File: src/hw/rv32i_pkg.sv
`default_nettype none

package rv32i_pkg;

  typedef logic [31:0] rv32i_word;

  typedef enum logic [6:0] {
    op_lui   = 7'b0110111,
    op_auipc = 7'b0010111,
    op_jal   = 7'b1101111,
    op_jalr  = 7'b1100111,
    op_br    = 7'b1100011,
    op_load  = 7'b0000011,
    op_store = 7'b0100011,
    op_imm   = 7'b0010011,
    op_reg   = 7'b0110011
  } opcode_t;

  // Slots 010 and 011 are free in funct3 (slt/sltu go to cmp).
  typedef enum logic [2:0] {
    alu_add, alu_sll, alu_sra, alu_sub, alu_xor, alu_srl, alu_or, alu_and
  } alu_ops_t;

  typedef enum logic [2:0] {
    beq  = 3'b000,
    bne  = 3'b001,
    blt  = 3'b100,
    bge  = 3'b101,
    bltu = 3'b110,
    bgeu = 3'b111
  } branch_funct3_t;

  typedef enum logic [2:0] {
    lb  = 3'b000,
    lh  = 3'b001,
    lw  = 3'b010,
    lbu = 3'b100,
    lhu = 3'b101
  } load_funct3_t;
  typedef enum logic [2:0] {sb = 3'b000, sh = 3'b001, sw = 3'b010} store_funct3_t;

  typedef enum logic [1:0] {pc_plus4, alu_out, alu_mod2} pcmux_sel_t;

  typedef enum logic [1:0] {a1_rs1, a1_pc, a1_zero} alumux1_sel_t;
  typedef enum logic {a2_rs2, a2_imm} alumux2_sel_t;
  typedef enum logic [2:0] {rf_alu, rf_cmp, rf_u_imm, rf_pc4, rf_load} regfilemux_sel_t;

  typedef enum logic [1:0] {fwd_none = 2'b00, fwd_mem_wb = 2'b01, fwd_ex_mem = 2'b10} fwd_sel_t;

  typedef struct packed {
    opcode_t         opcode;
    alu_ops_t        aluop;
    branch_funct3_t  cmpop;
    logic [2:0]      funct3;
    logic [4:0]      rs1;
    logic [4:0]      rs2;
    logic [4:0]      rd;
    rv32i_word       u_imm;
    rv32i_word       imm;
    alumux1_sel_t    alumux1_sel;
    alumux2_sel_t    alumux2_sel;
    pcmux_sel_t      pcmux_sel;
    regfilemux_sel_t load_regfilemux_sel;
    logic            mem_read;
    logic            mem_write;
    logic            load_regfile;
    logic            valid;
  } rv32i_control_word;

endpackage

`default_nettype wire

File: src/hw/ex_mem_if.sv
`default_nettype none

interface ex_mem_if import rv32i_pkg::*; ();

  rv32i_control_word ctrl;
  rv32i_word         instruction;
  rv32i_word         pc;
  rv32i_word         alu_out;
  logic              br_en;
  rv32i_word         rs2_out;         // Store data, not yet shifted.
  logic [3:0]        mem_byte_enable;
  logic [1:0]        addr_offset;

  modport producer (
    output ctrl, instruction, pc, alu_out, br_en, rs2_out, mem_byte_enable, addr_offset
  );

  modport consumer (
    input ctrl, instruction, pc, alu_out, br_en, rs2_out, mem_byte_enable, addr_offset
  );

endinterface

`default_nettype wire

File: src/hw/alu.sv
`default_nettype none

module alu import rv32i_pkg::*; (
  input  alu_ops_t  aluop_i,
  input  rv32i_word a_i,
  input  rv32i_word b_i,
  output rv32i_word f_o
);

  always_comb begin
    case (aluop_i)
      alu_add: f_o = a_i + b_i;
      alu_sll: f_o = a_i << b_i[4:0];
      alu_sra: f_o = rv32i_word'($signed(a_i) >>> b_i[4:0]);
      alu_sub: f_o = a_i - b_i;
      alu_xor: f_o = a_i ^ b_i;
      alu_srl: f_o = a_i >> b_i[4:0];
      alu_or:  f_o = a_i | b_i;
      alu_and: f_o = a_i & b_i;
      default: f_o = a_i + b_i;
    endcase
  end

endmodule

`default_nettype wire

File: src/hw/cmp.sv
`default_nettype none

module cmp import rv32i_pkg::*; (
  input  branch_funct3_t cmpop_i,
  input  rv32i_word      a_i,
  input  rv32i_word      b_i,
  output logic           br_en_o
);

  always_comb begin
    case (cmpop_i)
      beq:     br_en_o = (a_i == b_i);
      bne:     br_en_o = (a_i != b_i);
      blt:     br_en_o = ($signed(a_i) < $signed(b_i));
      bge:     br_en_o = ($signed(a_i) >= $signed(b_i));
      bltu:    br_en_o = (a_i < b_i);
      bgeu:    br_en_o = (a_i >= b_i);
      default: br_en_o = 1'b0;
    endcase
  end

endmodule

`default_nettype wire

File: src/hw/ex_forward_unit.sv
`default_nettype none

module ex_forward_unit import rv32i_pkg::*; (
  input  rv32i_control_word id_ex_i,
  ex_mem_if.consumer        ex_mem,
  input  rv32i_control_word mem_wb_i,
  output fwd_sel_t [1:0]    fwd_alu_o,
  output fwd_sel_t [1:0]    fwd_cmp_o,
  output fwd_sel_t          fwd_rs2_o
);

  fwd_sel_t rs1_sel;
  fwd_sel_t rs2_sel;

  function automatic fwd_sel_t src_sel(input logic [4:0] rs, input rv32i_control_word exm,
                                       input rv32i_control_word mwb);
    fwd_sel_t sel;
    sel = fwd_none;
    if (rs != 5'd0) begin
      if (exm.valid && exm.load_regfile && exm.rd == rs) begin
        sel = fwd_ex_mem;                        // Younger result wins.
      end else if (mwb.valid && mwb.load_regfile && mwb.rd == rs) begin
        sel = fwd_mem_wb;
      end
    end
    return sel;
  endfunction

  assign rs1_sel = src_sel(id_ex_i.rs1, ex_mem.ctrl, mem_wb_i);
  assign rs2_sel = src_sel(id_ex_i.rs2, ex_mem.ctrl, mem_wb_i);

  // ALU inputs may hold PC, zero or an immediate instead of a register.
  assign fwd_alu_o[0] = (id_ex_i.alumux1_sel == a1_rs1) ? rs1_sel : fwd_none;
  assign fwd_alu_o[1] = (id_ex_i.alumux2_sel == a2_rs2) ? rs2_sel : fwd_none;
  assign fwd_cmp_o[0] = rs1_sel;
  assign fwd_cmp_o[1] = rs2_sel;
  assign fwd_rs2_o    = rs2_sel;

endmodule

`default_nettype wire

File: src/hw/instruction_decode.sv
`default_nettype none

module instruction_decode import rv32i_pkg::*; (
  input  logic              clk,
  input  logic              rst,
  input  logic              valid_i,
  input  rv32i_word         pc_i,
  input  rv32i_word         instr_i,
  input  rv32i_word         rs1_data_i,
  input  rv32i_word         rs2_data_i,
  input  logic              stall_i,
  output rv32i_control_word ctrl_word_o,
  output rv32i_word         pc_o,
  output rv32i_word         instruction_o,
  output rv32i_word         alu_in_1_o,
  output rv32i_word         alu_in_2_o,
  output rv32i_word         rs1_out_o,
  output rv32i_word         rs2_o
);

  logic [2:0]        funct3;
  rv32i_word         i_imm;
  rv32i_word         s_imm;
  rv32i_word         b_imm;
  rv32i_word         j_imm;
  rv32i_control_word cw;
  rv32i_word         alu_in_1;
  rv32i_word         alu_in_2;

  assign funct3 = instr_i[14:12];
  assign i_imm  = {{21{instr_i[31]}}, instr_i[30:20]};
  assign s_imm  = {{21{instr_i[31]}}, instr_i[30:25], instr_i[11:7]};
  assign b_imm  = {{20{instr_i[31]}}, instr_i[7], instr_i[30:25], instr_i[11:8], 1'b0};
  assign j_imm  = {{12{instr_i[31]}}, instr_i[19:12], instr_i[20], instr_i[30:21], 1'b0};

  always_comb begin
    cw                     = '0;
    cw.opcode              = opcode_t'(instr_i[6:0]);
    cw.funct3              = funct3;
    cw.aluop               = alu_add;
    cw.cmpop               = branch_funct3_t'(funct3);
    cw.rs1                 = instr_i[19:15];
    cw.rd                  = instr_i[11:7];
    cw.u_imm               = {instr_i[31:12], 12'h000};
    cw.imm                 = i_imm;
    cw.alumux1_sel         = a1_rs1;
    cw.alumux2_sel         = a2_imm;
    cw.pcmux_sel           = pc_plus4;
    cw.load_regfilemux_sel = rf_alu;
    cw.load_regfile        = 1'b1;
    cw.valid               = valid_i;
    case (cw.opcode)
      op_lui, op_auipc: begin
        cw.rs1         = 5'd0;
        cw.imm         = cw.u_imm;
        cw.alumux1_sel = (cw.opcode == op_lui) ? a1_zero : a1_pc;
        if (cw.opcode == op_lui) begin
          cw.load_regfilemux_sel = rf_u_imm;
        end
      end
      op_jal, op_jalr: begin
        cw.load_regfilemux_sel = rf_pc4;
        if (cw.opcode == op_jal) begin
          cw.rs1         = 5'd0;
          cw.imm         = j_imm;
          cw.alumux1_sel = a1_pc;
          cw.pcmux_sel   = alu_out;
        end else begin
          cw.pcmux_sel = alu_mod2;
        end
      end
      op_br: begin
        cw.rs2          = instr_i[24:20];
        cw.imm          = b_imm;
        cw.alumux1_sel  = a1_pc;
        cw.pcmux_sel    = alu_out;
        cw.load_regfile = 1'b0;
      end
      op_load: begin
        cw.mem_read            = 1'b1;
        cw.load_regfilemux_sel = rf_load;
      end
      op_store: begin
        cw.rs2          = instr_i[24:20];
        cw.imm          = s_imm;
        cw.mem_write    = 1'b1;
        cw.load_regfile = 1'b0;
      end
      op_imm, op_reg: begin
        cw.aluop = alu_ops_t'(funct3);
        if (cw.opcode == op_reg) begin
          cw.rs2         = instr_i[24:20];
          cw.alumux2_sel = a2_rs2;
        end
        case (funct3)
          3'b000: cw.aluop = (cw.opcode == op_reg && instr_i[30]) ? alu_sub : alu_add;
          3'b010: begin
            cw.cmpop               = blt;
            cw.load_regfilemux_sel = rf_cmp;
          end
          3'b011: begin
            cw.cmpop               = bltu;
            cw.load_regfilemux_sel = rf_cmp;
          end
          3'b101: cw.aluop = instr_i[30] ? alu_sra : alu_srl;
          default: cw.aluop = alu_ops_t'(funct3);
        endcase
      end
      default: begin
        cw.load_regfile = 1'b0;
        cw.valid        = 1'b0;                  // Unsupported opcode.
      end
    endcase
  end

  always_comb begin
    case (cw.alumux1_sel)
      a1_pc:   alu_in_1 = pc_i;
      a1_zero: alu_in_1 = '0;
      default: alu_in_1 = rs1_data_i;
    endcase
    alu_in_2 = (cw.alumux2_sel == a2_rs2) ? rs2_data_i : cw.imm;
  end

  always_ff @(posedge clk) begin
    if (rst) begin
      ctrl_word_o <= '0;
    end else if (!stall_i) begin
      ctrl_word_o <= cw;
    end
  end

  always_ff @(posedge clk) begin
    if (!stall_i) begin
      pc_o          <= pc_i;
      instruction_o <= instr_i;
      alu_in_1_o    <= alu_in_1;
      alu_in_2_o    <= alu_in_2;
      rs1_out_o     <= rs1_data_i;
      rs2_o         <= rs2_data_i;
    end
  end

endmodule

`default_nettype wire

File: src/hw/instruction_execute.sv
`default_nettype none

module instruction_execute import rv32i_pkg::*; (
  input  logic              clk,
  input  logic              rst,
  input  rv32i_control_word ctrl_word_i,
  input  rv32i_word         pc_i,
  input  rv32i_word         instruction_i,
  input  rv32i_word         alu_in_1_i,
  input  rv32i_word         alu_in_2_i,
  input  rv32i_word         rs1_out_i,
  input  rv32i_word         rs2_i,
  input  logic              stall_i,
  input  rv32i_control_word mem_wb_ctrl_i,
  input  rv32i_word         mem_wb_data_i,
  ex_mem_if.producer        ex_mem,
  ex_mem_if.consumer        ex_mem_fb,
  output logic              redirect_o,
  output rv32i_word         redirect_pc_o
);

  fwd_sel_t [1:0] fwd_alu;
  fwd_sel_t [1:0] fwd_cmp;
  fwd_sel_t       fwd_rs2;
  rv32i_word      ex_mem_value;
  rv32i_word      alu_a;
  rv32i_word      alu_b;
  rv32i_word      cmp_a;
  rv32i_word      cmp_b;
  rv32i_word      store_data;
  rv32i_word      alu_f;
  logic           br_en;
  logic [3:0]     be_width;
  logic [3:0]     byte_enable;

  function automatic rv32i_word pick(input fwd_sel_t sel, input rv32i_word reg_val,
                                     input rv32i_word exm_val, input rv32i_word mwb_val);
    case (sel)
      fwd_ex_mem: return exm_val;
      fwd_mem_wb: return mwb_val;
      default:    return reg_val;
    endcase
  endfunction

  ex_forward_unit fwd_unit (
    .id_ex_i   (ctrl_word_i),
    .ex_mem    (ex_mem_fb),
    .mem_wb_i  (mem_wb_ctrl_i),
    .fwd_alu_o (fwd_alu),
    .fwd_cmp_o (fwd_cmp),
    .fwd_rs2_o (fwd_rs2)
  );

  // Value the EX/MEM instruction will write back (never a load here).
  always_comb begin
    case (ex_mem_fb.ctrl.load_regfilemux_sel)
      rf_u_imm: ex_mem_value = ex_mem_fb.ctrl.u_imm;
      rf_cmp:   ex_mem_value = {31'd0, ex_mem_fb.br_en};
      rf_pc4:   ex_mem_value = ex_mem_fb.pc + 32'd4;
      default:  ex_mem_value = ex_mem_fb.alu_out;
    endcase
  end

  always_comb begin
    alu_a      = pick(fwd_alu[0], alu_in_1_i, ex_mem_value, mem_wb_data_i);
    alu_b      = pick(fwd_alu[1], alu_in_2_i, ex_mem_value, mem_wb_data_i);
    cmp_a      = pick(fwd_cmp[0], rs1_out_i, ex_mem_value, mem_wb_data_i);
    store_data = pick(fwd_rs2, rs2_i, ex_mem_value, mem_wb_data_i);
    if (ctrl_word_i.opcode == op_imm) begin
      cmp_b = ctrl_word_i.imm;                   // slti and sltiu.
    end else begin
      cmp_b = pick(fwd_cmp[1], rs2_i, ex_mem_value, mem_wb_data_i);
    end
  end

  alu alu_u (
    .aluop_i (ctrl_word_i.aluop),
    .a_i     (alu_a),
    .b_i     (alu_b),
    .f_o     (alu_f)
  );

  cmp cmp_u (
    .cmpop_i (ctrl_word_i.cmpop),
    .a_i     (cmp_a),
    .b_i     (cmp_b),
    .br_en_o (br_en)
  );

  always_comb begin
    redirect_o = 1'b0;
    if (ctrl_word_i.valid && ctrl_word_i.pcmux_sel != pc_plus4) begin
      redirect_o = (ctrl_word_i.opcode != op_br) || br_en;
    end
    redirect_pc_o = (ctrl_word_i.pcmux_sel == alu_mod2) ? {alu_f[31:1], 1'b0} : alu_f;
  end

  always_comb begin
    case (store_funct3_t'({1'b0, ctrl_word_i.funct3[1:0]}))
      sb:      be_width = 4'b0001;
      sh:      be_width = 4'b0011;
      default: be_width = 4'b1111;
    endcase
    byte_enable = 4'b0000;
    if (ctrl_word_i.mem_read || ctrl_word_i.mem_write) begin
      byte_enable = be_width << alu_f[1:0];
    end
  end

  always_ff @(posedge clk) begin
    if (rst) begin
      ex_mem.ctrl <= '0;
    end else if (!stall_i) begin
      ex_mem.ctrl <= ctrl_word_i;
    end
  end

  always_ff @(posedge clk) begin
    if (!stall_i) begin
      ex_mem.instruction     <= instruction_i;
      ex_mem.pc              <= pc_i;
      ex_mem.alu_out         <= alu_f;
      ex_mem.br_en           <= br_en;
      ex_mem.rs2_out         <= store_data;
      ex_mem.mem_byte_enable <= byte_enable;
      ex_mem.addr_offset     <= alu_f[1:0];
    end
  end

endmodule

`default_nettype wire

File: src/hw/memory_access.sv
`default_nettype none

module memory_access import rv32i_pkg::*; #(
  parameter int DMEM_WORDS = 64
) (
  input  logic              clk,
  input  logic              rst,
  input  logic              stall_i,
  ex_mem_if.consumer        ex_mem,
  output rv32i_control_word mem_wb_ctrl_o,
  output rv32i_word         mem_wb_data_o,
  output logic              wb_valid_o,
  output logic [4:0]        wb_rd_o
);

  localparam int ADDR_W = $clog2(DMEM_WORDS);

  rv32i_word         dmem [DMEM_WORDS];
  logic [ADDR_W-1:0] word_addr;
  rv32i_word         store_word;
  rv32i_word         load_word;
  rv32i_word         load_shifted;
  rv32i_word         load_value;
  rv32i_word         wb_value;
  logic              mem_we;

  assign word_addr  = ex_mem.alu_out[ADDR_W+1:2];
  assign store_word = ex_mem.rs2_out << {ex_mem.addr_offset, 3'b000};
  assign mem_we     = ex_mem.ctrl.valid && ex_mem.ctrl.mem_write && !stall_i && !rst;

  always_ff @(posedge clk) begin
    if (mem_we) begin
      for (int i = 0; i < 4; i++) begin
        if (ex_mem.mem_byte_enable[i]) begin
          dmem[word_addr][8*i +: 8] <= store_word[8*i +: 8];
        end
      end
    end
  end

  assign load_word    = dmem[word_addr];
  assign load_shifted = load_word >> {ex_mem.addr_offset, 3'b000};

  always_comb begin
    case (load_funct3_t'(ex_mem.instruction[14:12]))
      lb:      load_value = {{24{load_shifted[7]}}, load_shifted[7:0]};
      lh:      load_value = {{16{load_shifted[15]}}, load_shifted[15:0]};
      lbu:     load_value = {24'd0, load_shifted[7:0]};
      lhu:     load_value = {16'd0, load_shifted[15:0]};
      default: load_value = load_word;
    endcase
  end

  always_comb begin
    case (ex_mem.ctrl.load_regfilemux_sel)
      rf_cmp:   wb_value = {31'd0, ex_mem.br_en};
      rf_u_imm: wb_value = ex_mem.ctrl.u_imm;
      rf_pc4:   wb_value = ex_mem.pc + 32'd4;
      rf_load:  wb_value = load_value;
      default:  wb_value = ex_mem.alu_out;
    endcase
  end

  always_ff @(posedge clk) begin
    if (rst) begin
      mem_wb_ctrl_o <= '0;
    end else if (!stall_i) begin
      mem_wb_ctrl_o <= ex_mem.ctrl;
    end
  end

  always_ff @(posedge clk) begin
    if (!stall_i) begin
      mem_wb_data_o <= wb_value;
    end
  end

  assign wb_valid_o = mem_wb_ctrl_o.valid && mem_wb_ctrl_o.load_regfile;
  assign wb_rd_o    = mem_wb_ctrl_o.rd;

endmodule

`default_nettype wire

File: src/hw/rv32i_backend_top.sv
`default_nettype none

module rv32i_backend_top import rv32i_pkg::*; #(
  parameter int DMEM_WORDS = 64
) (
  input  logic        clk,
  input  logic        rst,
  input  logic        in_valid_i,
  input  rv32i_word   pc_i,
  input  rv32i_word   instr_i,
  input  rv32i_word   rs1_data_i,
  input  rv32i_word   rs2_data_i,
  input  logic        stall_i,
  output logic        wb_valid_o,
  output logic [4:0]  wb_rd_o,
  output rv32i_word   wb_data_o,
  output logic        redirect_o,
  output rv32i_word   redirect_pc_o
);

  rv32i_control_word id_ex_ctrl;
  rv32i_control_word mem_wb_ctrl;
  rv32i_word         id_ex_pc;
  rv32i_word         id_ex_instr;
  rv32i_word         id_ex_alu_in_1;
  rv32i_word         id_ex_alu_in_2;
  rv32i_word         id_ex_rs1;
  rv32i_word         id_ex_rs2;

  ex_mem_if ex_mem ();

  instruction_decode decode_i (
    .clk           (clk),
    .rst           (rst),
    .valid_i       (in_valid_i),
    .pc_i          (pc_i),
    .instr_i       (instr_i),
    .rs1_data_i    (rs1_data_i),
    .rs2_data_i    (rs2_data_i),
    .stall_i       (stall_i),
    .ctrl_word_o   (id_ex_ctrl),
    .pc_o          (id_ex_pc),
    .instruction_o (id_ex_instr),
    .alu_in_1_o    (id_ex_alu_in_1),
    .alu_in_2_o    (id_ex_alu_in_2),
    .rs1_out_o     (id_ex_rs1),
    .rs2_o         (id_ex_rs2)
  );

  instruction_execute execute_i (
    .clk           (clk),
    .rst           (rst),
    .ctrl_word_i   (id_ex_ctrl),
    .pc_i          (id_ex_pc),
    .instruction_i (id_ex_instr),
    .alu_in_1_i    (id_ex_alu_in_1),
    .alu_in_2_i    (id_ex_alu_in_2),
    .rs1_out_i     (id_ex_rs1),
    .rs2_i         (id_ex_rs2),
    .stall_i       (stall_i),
    .mem_wb_ctrl_i (mem_wb_ctrl),
    .mem_wb_data_i (wb_data_o),
    .ex_mem        (ex_mem.producer),
    .ex_mem_fb     (ex_mem.consumer),
    .redirect_o    (redirect_o),
    .redirect_pc_o (redirect_pc_o)
  );

  memory_access #(
    .DMEM_WORDS (DMEM_WORDS)
  ) mem_i (
    .clk           (clk),
    .rst           (rst),
    .stall_i       (stall_i),
    .ex_mem        (ex_mem.consumer),
    .mem_wb_ctrl_o (mem_wb_ctrl),
    .mem_wb_data_o (wb_data_o),               // Also the MEM/WB forwarding source.
    .wb_valid_o    (wb_valid_o),
    .wb_rd_o       (wb_rd_o)
  );

endmodule

`default_nettype wire

File: config.mk
export PLATFORM = sky130hd
export DESIGN_NAME = rv32i_backend_top
export DESIGN_NICKNAME = d
export VERILOG_FILES = /design/src/hw/rv32i_pkg.sv /design/src/hw/ex_mem_if.sv /design/src/hw/alu.sv /design/src/hw/cmp.sv /design/src/hw/ex_forward_unit.sv /design/src/hw/instruction_decode.sv /design/src/hw/instruction_execute.sv /design/src/hw/memory_access.sv /design/src/hw/rv32i_backend_top.sv
export SDC_FILE = /design/constraint.sdc
export NUM_CORES = 2
export LEC_CHECK = 0
export BUFFER_PORTS_ARGS = -buffer_cell sky130_fd_sc_hd__buf_2
export CAP_MARGIN = 25
export CORE_AREA = 3 3 796 402
export DETAILED_ROUTE_END_ITERATION = 8
export DIE_AREA = 0 0 799 405
export PLACE_DENSITY = 0.52
export SYNTH_ARGS = -nofsm -noshare
export SYNTH_HDL_FRONTEND = slang
export SYNTH_SLANG_ARGS = --single-unit
File: constraint.sdc
create_clock -name clk -period 16.45 [get_ports clk]
set_input_delay 0 -clock clk [delete_from_list [all_inputs] [get_ports clk]]
set_output_delay 0 -clock clk [all_outputs]
set_load 0.005 [all_outputs]
==> results_dict.tcl <==
set metrics [dict create \
    period_share_pct 59.1 \
    std_cell_rows 145 \
    overflow 0 \
    multi_input_area_um2 34400 \
    crit_type "reg -> out" \
    final_common_cell "edfxtp_1" \
    maxCapViolCount 0 \
    die_x_um 799 \
    synth_edf_count 2347 \
    portBuffers 202 \
    status "finished, final reports clean" \
    first_pass_iters 6 \
    final_cell_mix "edfxtp_1 (2,347), mux4_2 (663), nor2_1 (635)" \
    antenna_found_initial 25 \
    first_iter_violations 9334 \
    rsz0062_at_grt "false" \
    async_flop_share_pct 0 \
    critPathMostFrequentCell "nor2_1" \
    viasPerCell 5.81 \
    min_path_type "in -> reg" \
    vias 67800 \
    synth_top_area_cell "edfxtp_1" \
    crit_slowest_cell "nor2_1" \
    period_needed_ns 9.72 \
    routed_wl_mm 383 \
    clockBufferDepth 4 \
    irDropWorstVdd_mv 0.100 \
    syn_area_um2 110000 \
    cts_made_buffers 231 \
    synth_nets 7149 \
    ant_nets 0 \
    cpPeakStageDelay_ns 0.75 \
    clk_pin_slew_ns 0.06 \
    cp.required_ns 16.45 \
    synthFlopType "edfxtp_1" \
    max_freq_mhz 103 \
    path_max_fanout 39 \
    synth_top_area_share_pct 64.3 \
    power_per_cell_area_nw_per_um2 132 \
    post-place-ws_ns 7.60 \
    avgSynthCellArea_um2 15.9 \
    synth-seq-cells 2481 \
    cts_hold_buf 256 \
    io_pins 203 \
    grt_usage_pct 23.2 \
    area_delta_synth_final_pct 14.6 \
    cts.sinks 2481 \
    cts-htree-levels 4 \
    setup_tns_ns 0 \
    die_height_um 405 \
    slew_violations 0 \
    yosysWarnings 0 \
    grt_pass1_wl_mm 532 \
    ys_types 96 \
    dp_hpwl_mm 263 \
    drive_above_1_share_pct 20.2 \
    design.core.area_um2 313000 \
    synth_cells 6877 \
    wl_per_cell_um 32.8 \
    hold_viol 0 \
    synth_area_leaders "edfxtp_1 (64%), mux4_2 (14%), dfxtp_1 (2.4%)" \
    drc 0 \
    cts_tree "done" \
    grt_pass1_vias 66300 \
    power_leakage_nw 41.1 \
    routabilityCongestion 0.960 \
    regArea_um2 73200 \
    cp-end-kind "primary output" \
    cts_resized 0 \
    clock-root-buffer "clkbuf_16" \
    postCtsSetupBuffers 0 \
    setup_viol 0 \
    relSlewSlack_pct 18.4 \
    startpoint_type "register" \
    grt_start_max_net_pins 145 \
    nNetsFinal 7562 \
    nFillCells 28400 \
    die-area_um2 324000 \
    cp.arrival_ns 9.72 \
    clk_latency_ns 0.92 \
    start_util_pct 35.1 \
    finalWorstSetupSlack_ns 6.73 \
    final.setup_skew_ns 0.0907 \
    worst_pin_slew_ns 1.22 \
    ys_seq_area_share_pct 66.7 \
]
[metrics by stage]
step	utilization [%]	instance area, um^2	power (mW)	instances	hold slack (ns)
after floorplan	-	110000	9.82	6877	0.0989
after global placement	37.0	116000	11.5	10900	0.194
after detailed placement	37.0	116000	11.5	11000	0.196
after CTS	40.1	125000	16.7	11600	0.00282
after global routing	40.2	126000	17.1	11700	0.0291
final	40.2	126000	16.6	11700	0.0639
[layer usage]
layer / vias to the layer above / share of wire [%] / track usage (%)
li1: 28200 / - / -
met3: 733 / 8.1 / 4.52
met5: - / 0.015 / 0
met4: 8 / 4.7 / 9.25
met2: 3335 / 45 / 36.2
met1: 35600 / 42 / 32.0
[kinds of logic after synthesis]
group	synth area share, %
mux	15.6
compound gates	7.11
simple gates	6.01
xor+xnor	0.671
fa+ha+maj	1.60
flops	66.7
buf+inv	2.23
[worst max-delay path: cells and delay by family, from the launching register on]
kind,cells,cell delay [ns]
compound gates,11,2.65
xor+xnor,2,0.35
fa+ha+maj,2,0.55
buf+inv,6,1.27
flops,1,0.36
simple gates,11,3.63
[registers in the layout (all words and copies together) (netlist names), 31 cells and up, named ones only]
signal,cells
decode_i.rs1_out_o,32
execute_i.ex_mem.rs2_out,32
decode_i.ctrl_word_o,90
mem_i.dmem,2048
decode_i.rs2_o,32
decode_i.alu_in_2_o,32
decode_i.alu_in_1_o,32
decode_i.pc_o,32
mem_i.mem_wb_data_o,32
execute_i.ex_mem.ctrl,31
execute_i.ex_mem.alu_out,31
execute_i.ex_mem.pc,32
[final cells by class]
| class | count | area share (%) |
|---|---|---|
| clock buffers | 293 | 4.87 |
| well taps | 4189 | 4.17 |
| inverters | 114 | 0.347 |
| clock inverters | 120 | 0.785 |
| diodes | 13 | 0.0259 |
| flip-flops and latches | 2481 | 58.2 |
| repair buffers | 663 | 4.16 |
| multi-input cells | 3799 | 27.4 |
[worst paths after layout]
kind / to / slack, ns / from / cells past startpoint
worst max-delay path: redirect_pc_o[28] / 6.73 / execute_i.ex_mem.ctrl[80]$_SDFFE_PP0N_ / 32
worst min-delay path: decode_i.alu_in_1_o[23]$_DFFE_PN_ / 0.06 / rs1_data_i[23] / 3
worst max register to register: execute_i.ex_mem.alu_out[28]$_DFFE_PN_ / 7.45 / execute_i.ex_mem.ctrl[80]$_SDFFE_PP0N_ / 31
worst min register to register: execute_i.ex_mem.pc[13]$_DFFE_PN_ / 0.40 / decode_i.pc_o[13]$_DFFE_PN_ / 0
[synthesized netlist by cell type (21+ instances only)]
library cell  number
nor2_1           643
a22o_1            55
o22ai_1           26
nand4_1           38
mux2_2            32
a211oi_1          47
nand2b_1          21
edfxtp_1        2347
nor2b_1           36
nand2_1          499
buf_1             86
xor2_1            30
nand3_1           69
nor4_1            27
buf_2             47
and3_1            21
mux2i_1          185
a31oi_1           33
buf_4             36
ha_1             139
a21oi_1          305
mux4_2           663
o211ai_1          40
clkbuf_1         311
a221oi_1          34
dfxtp_1          134
xnor2_1           54
inv_1            111
o21a_1            24
o21ai_0          249
nor3_1            48
and2_1            28
a21o_1            39
a22oi_1          129
[where the power goes]
group          switching [mW]  leakage [nW]  total [mW]  internal (mW)
clock network            2.39          3.46        5.23           2.84
registers               0.196          22.4        7.44           7.25
logic                    2.43          15.3        3.95           1.52
No activity file was read; power rests on OpenSTA's default activity.
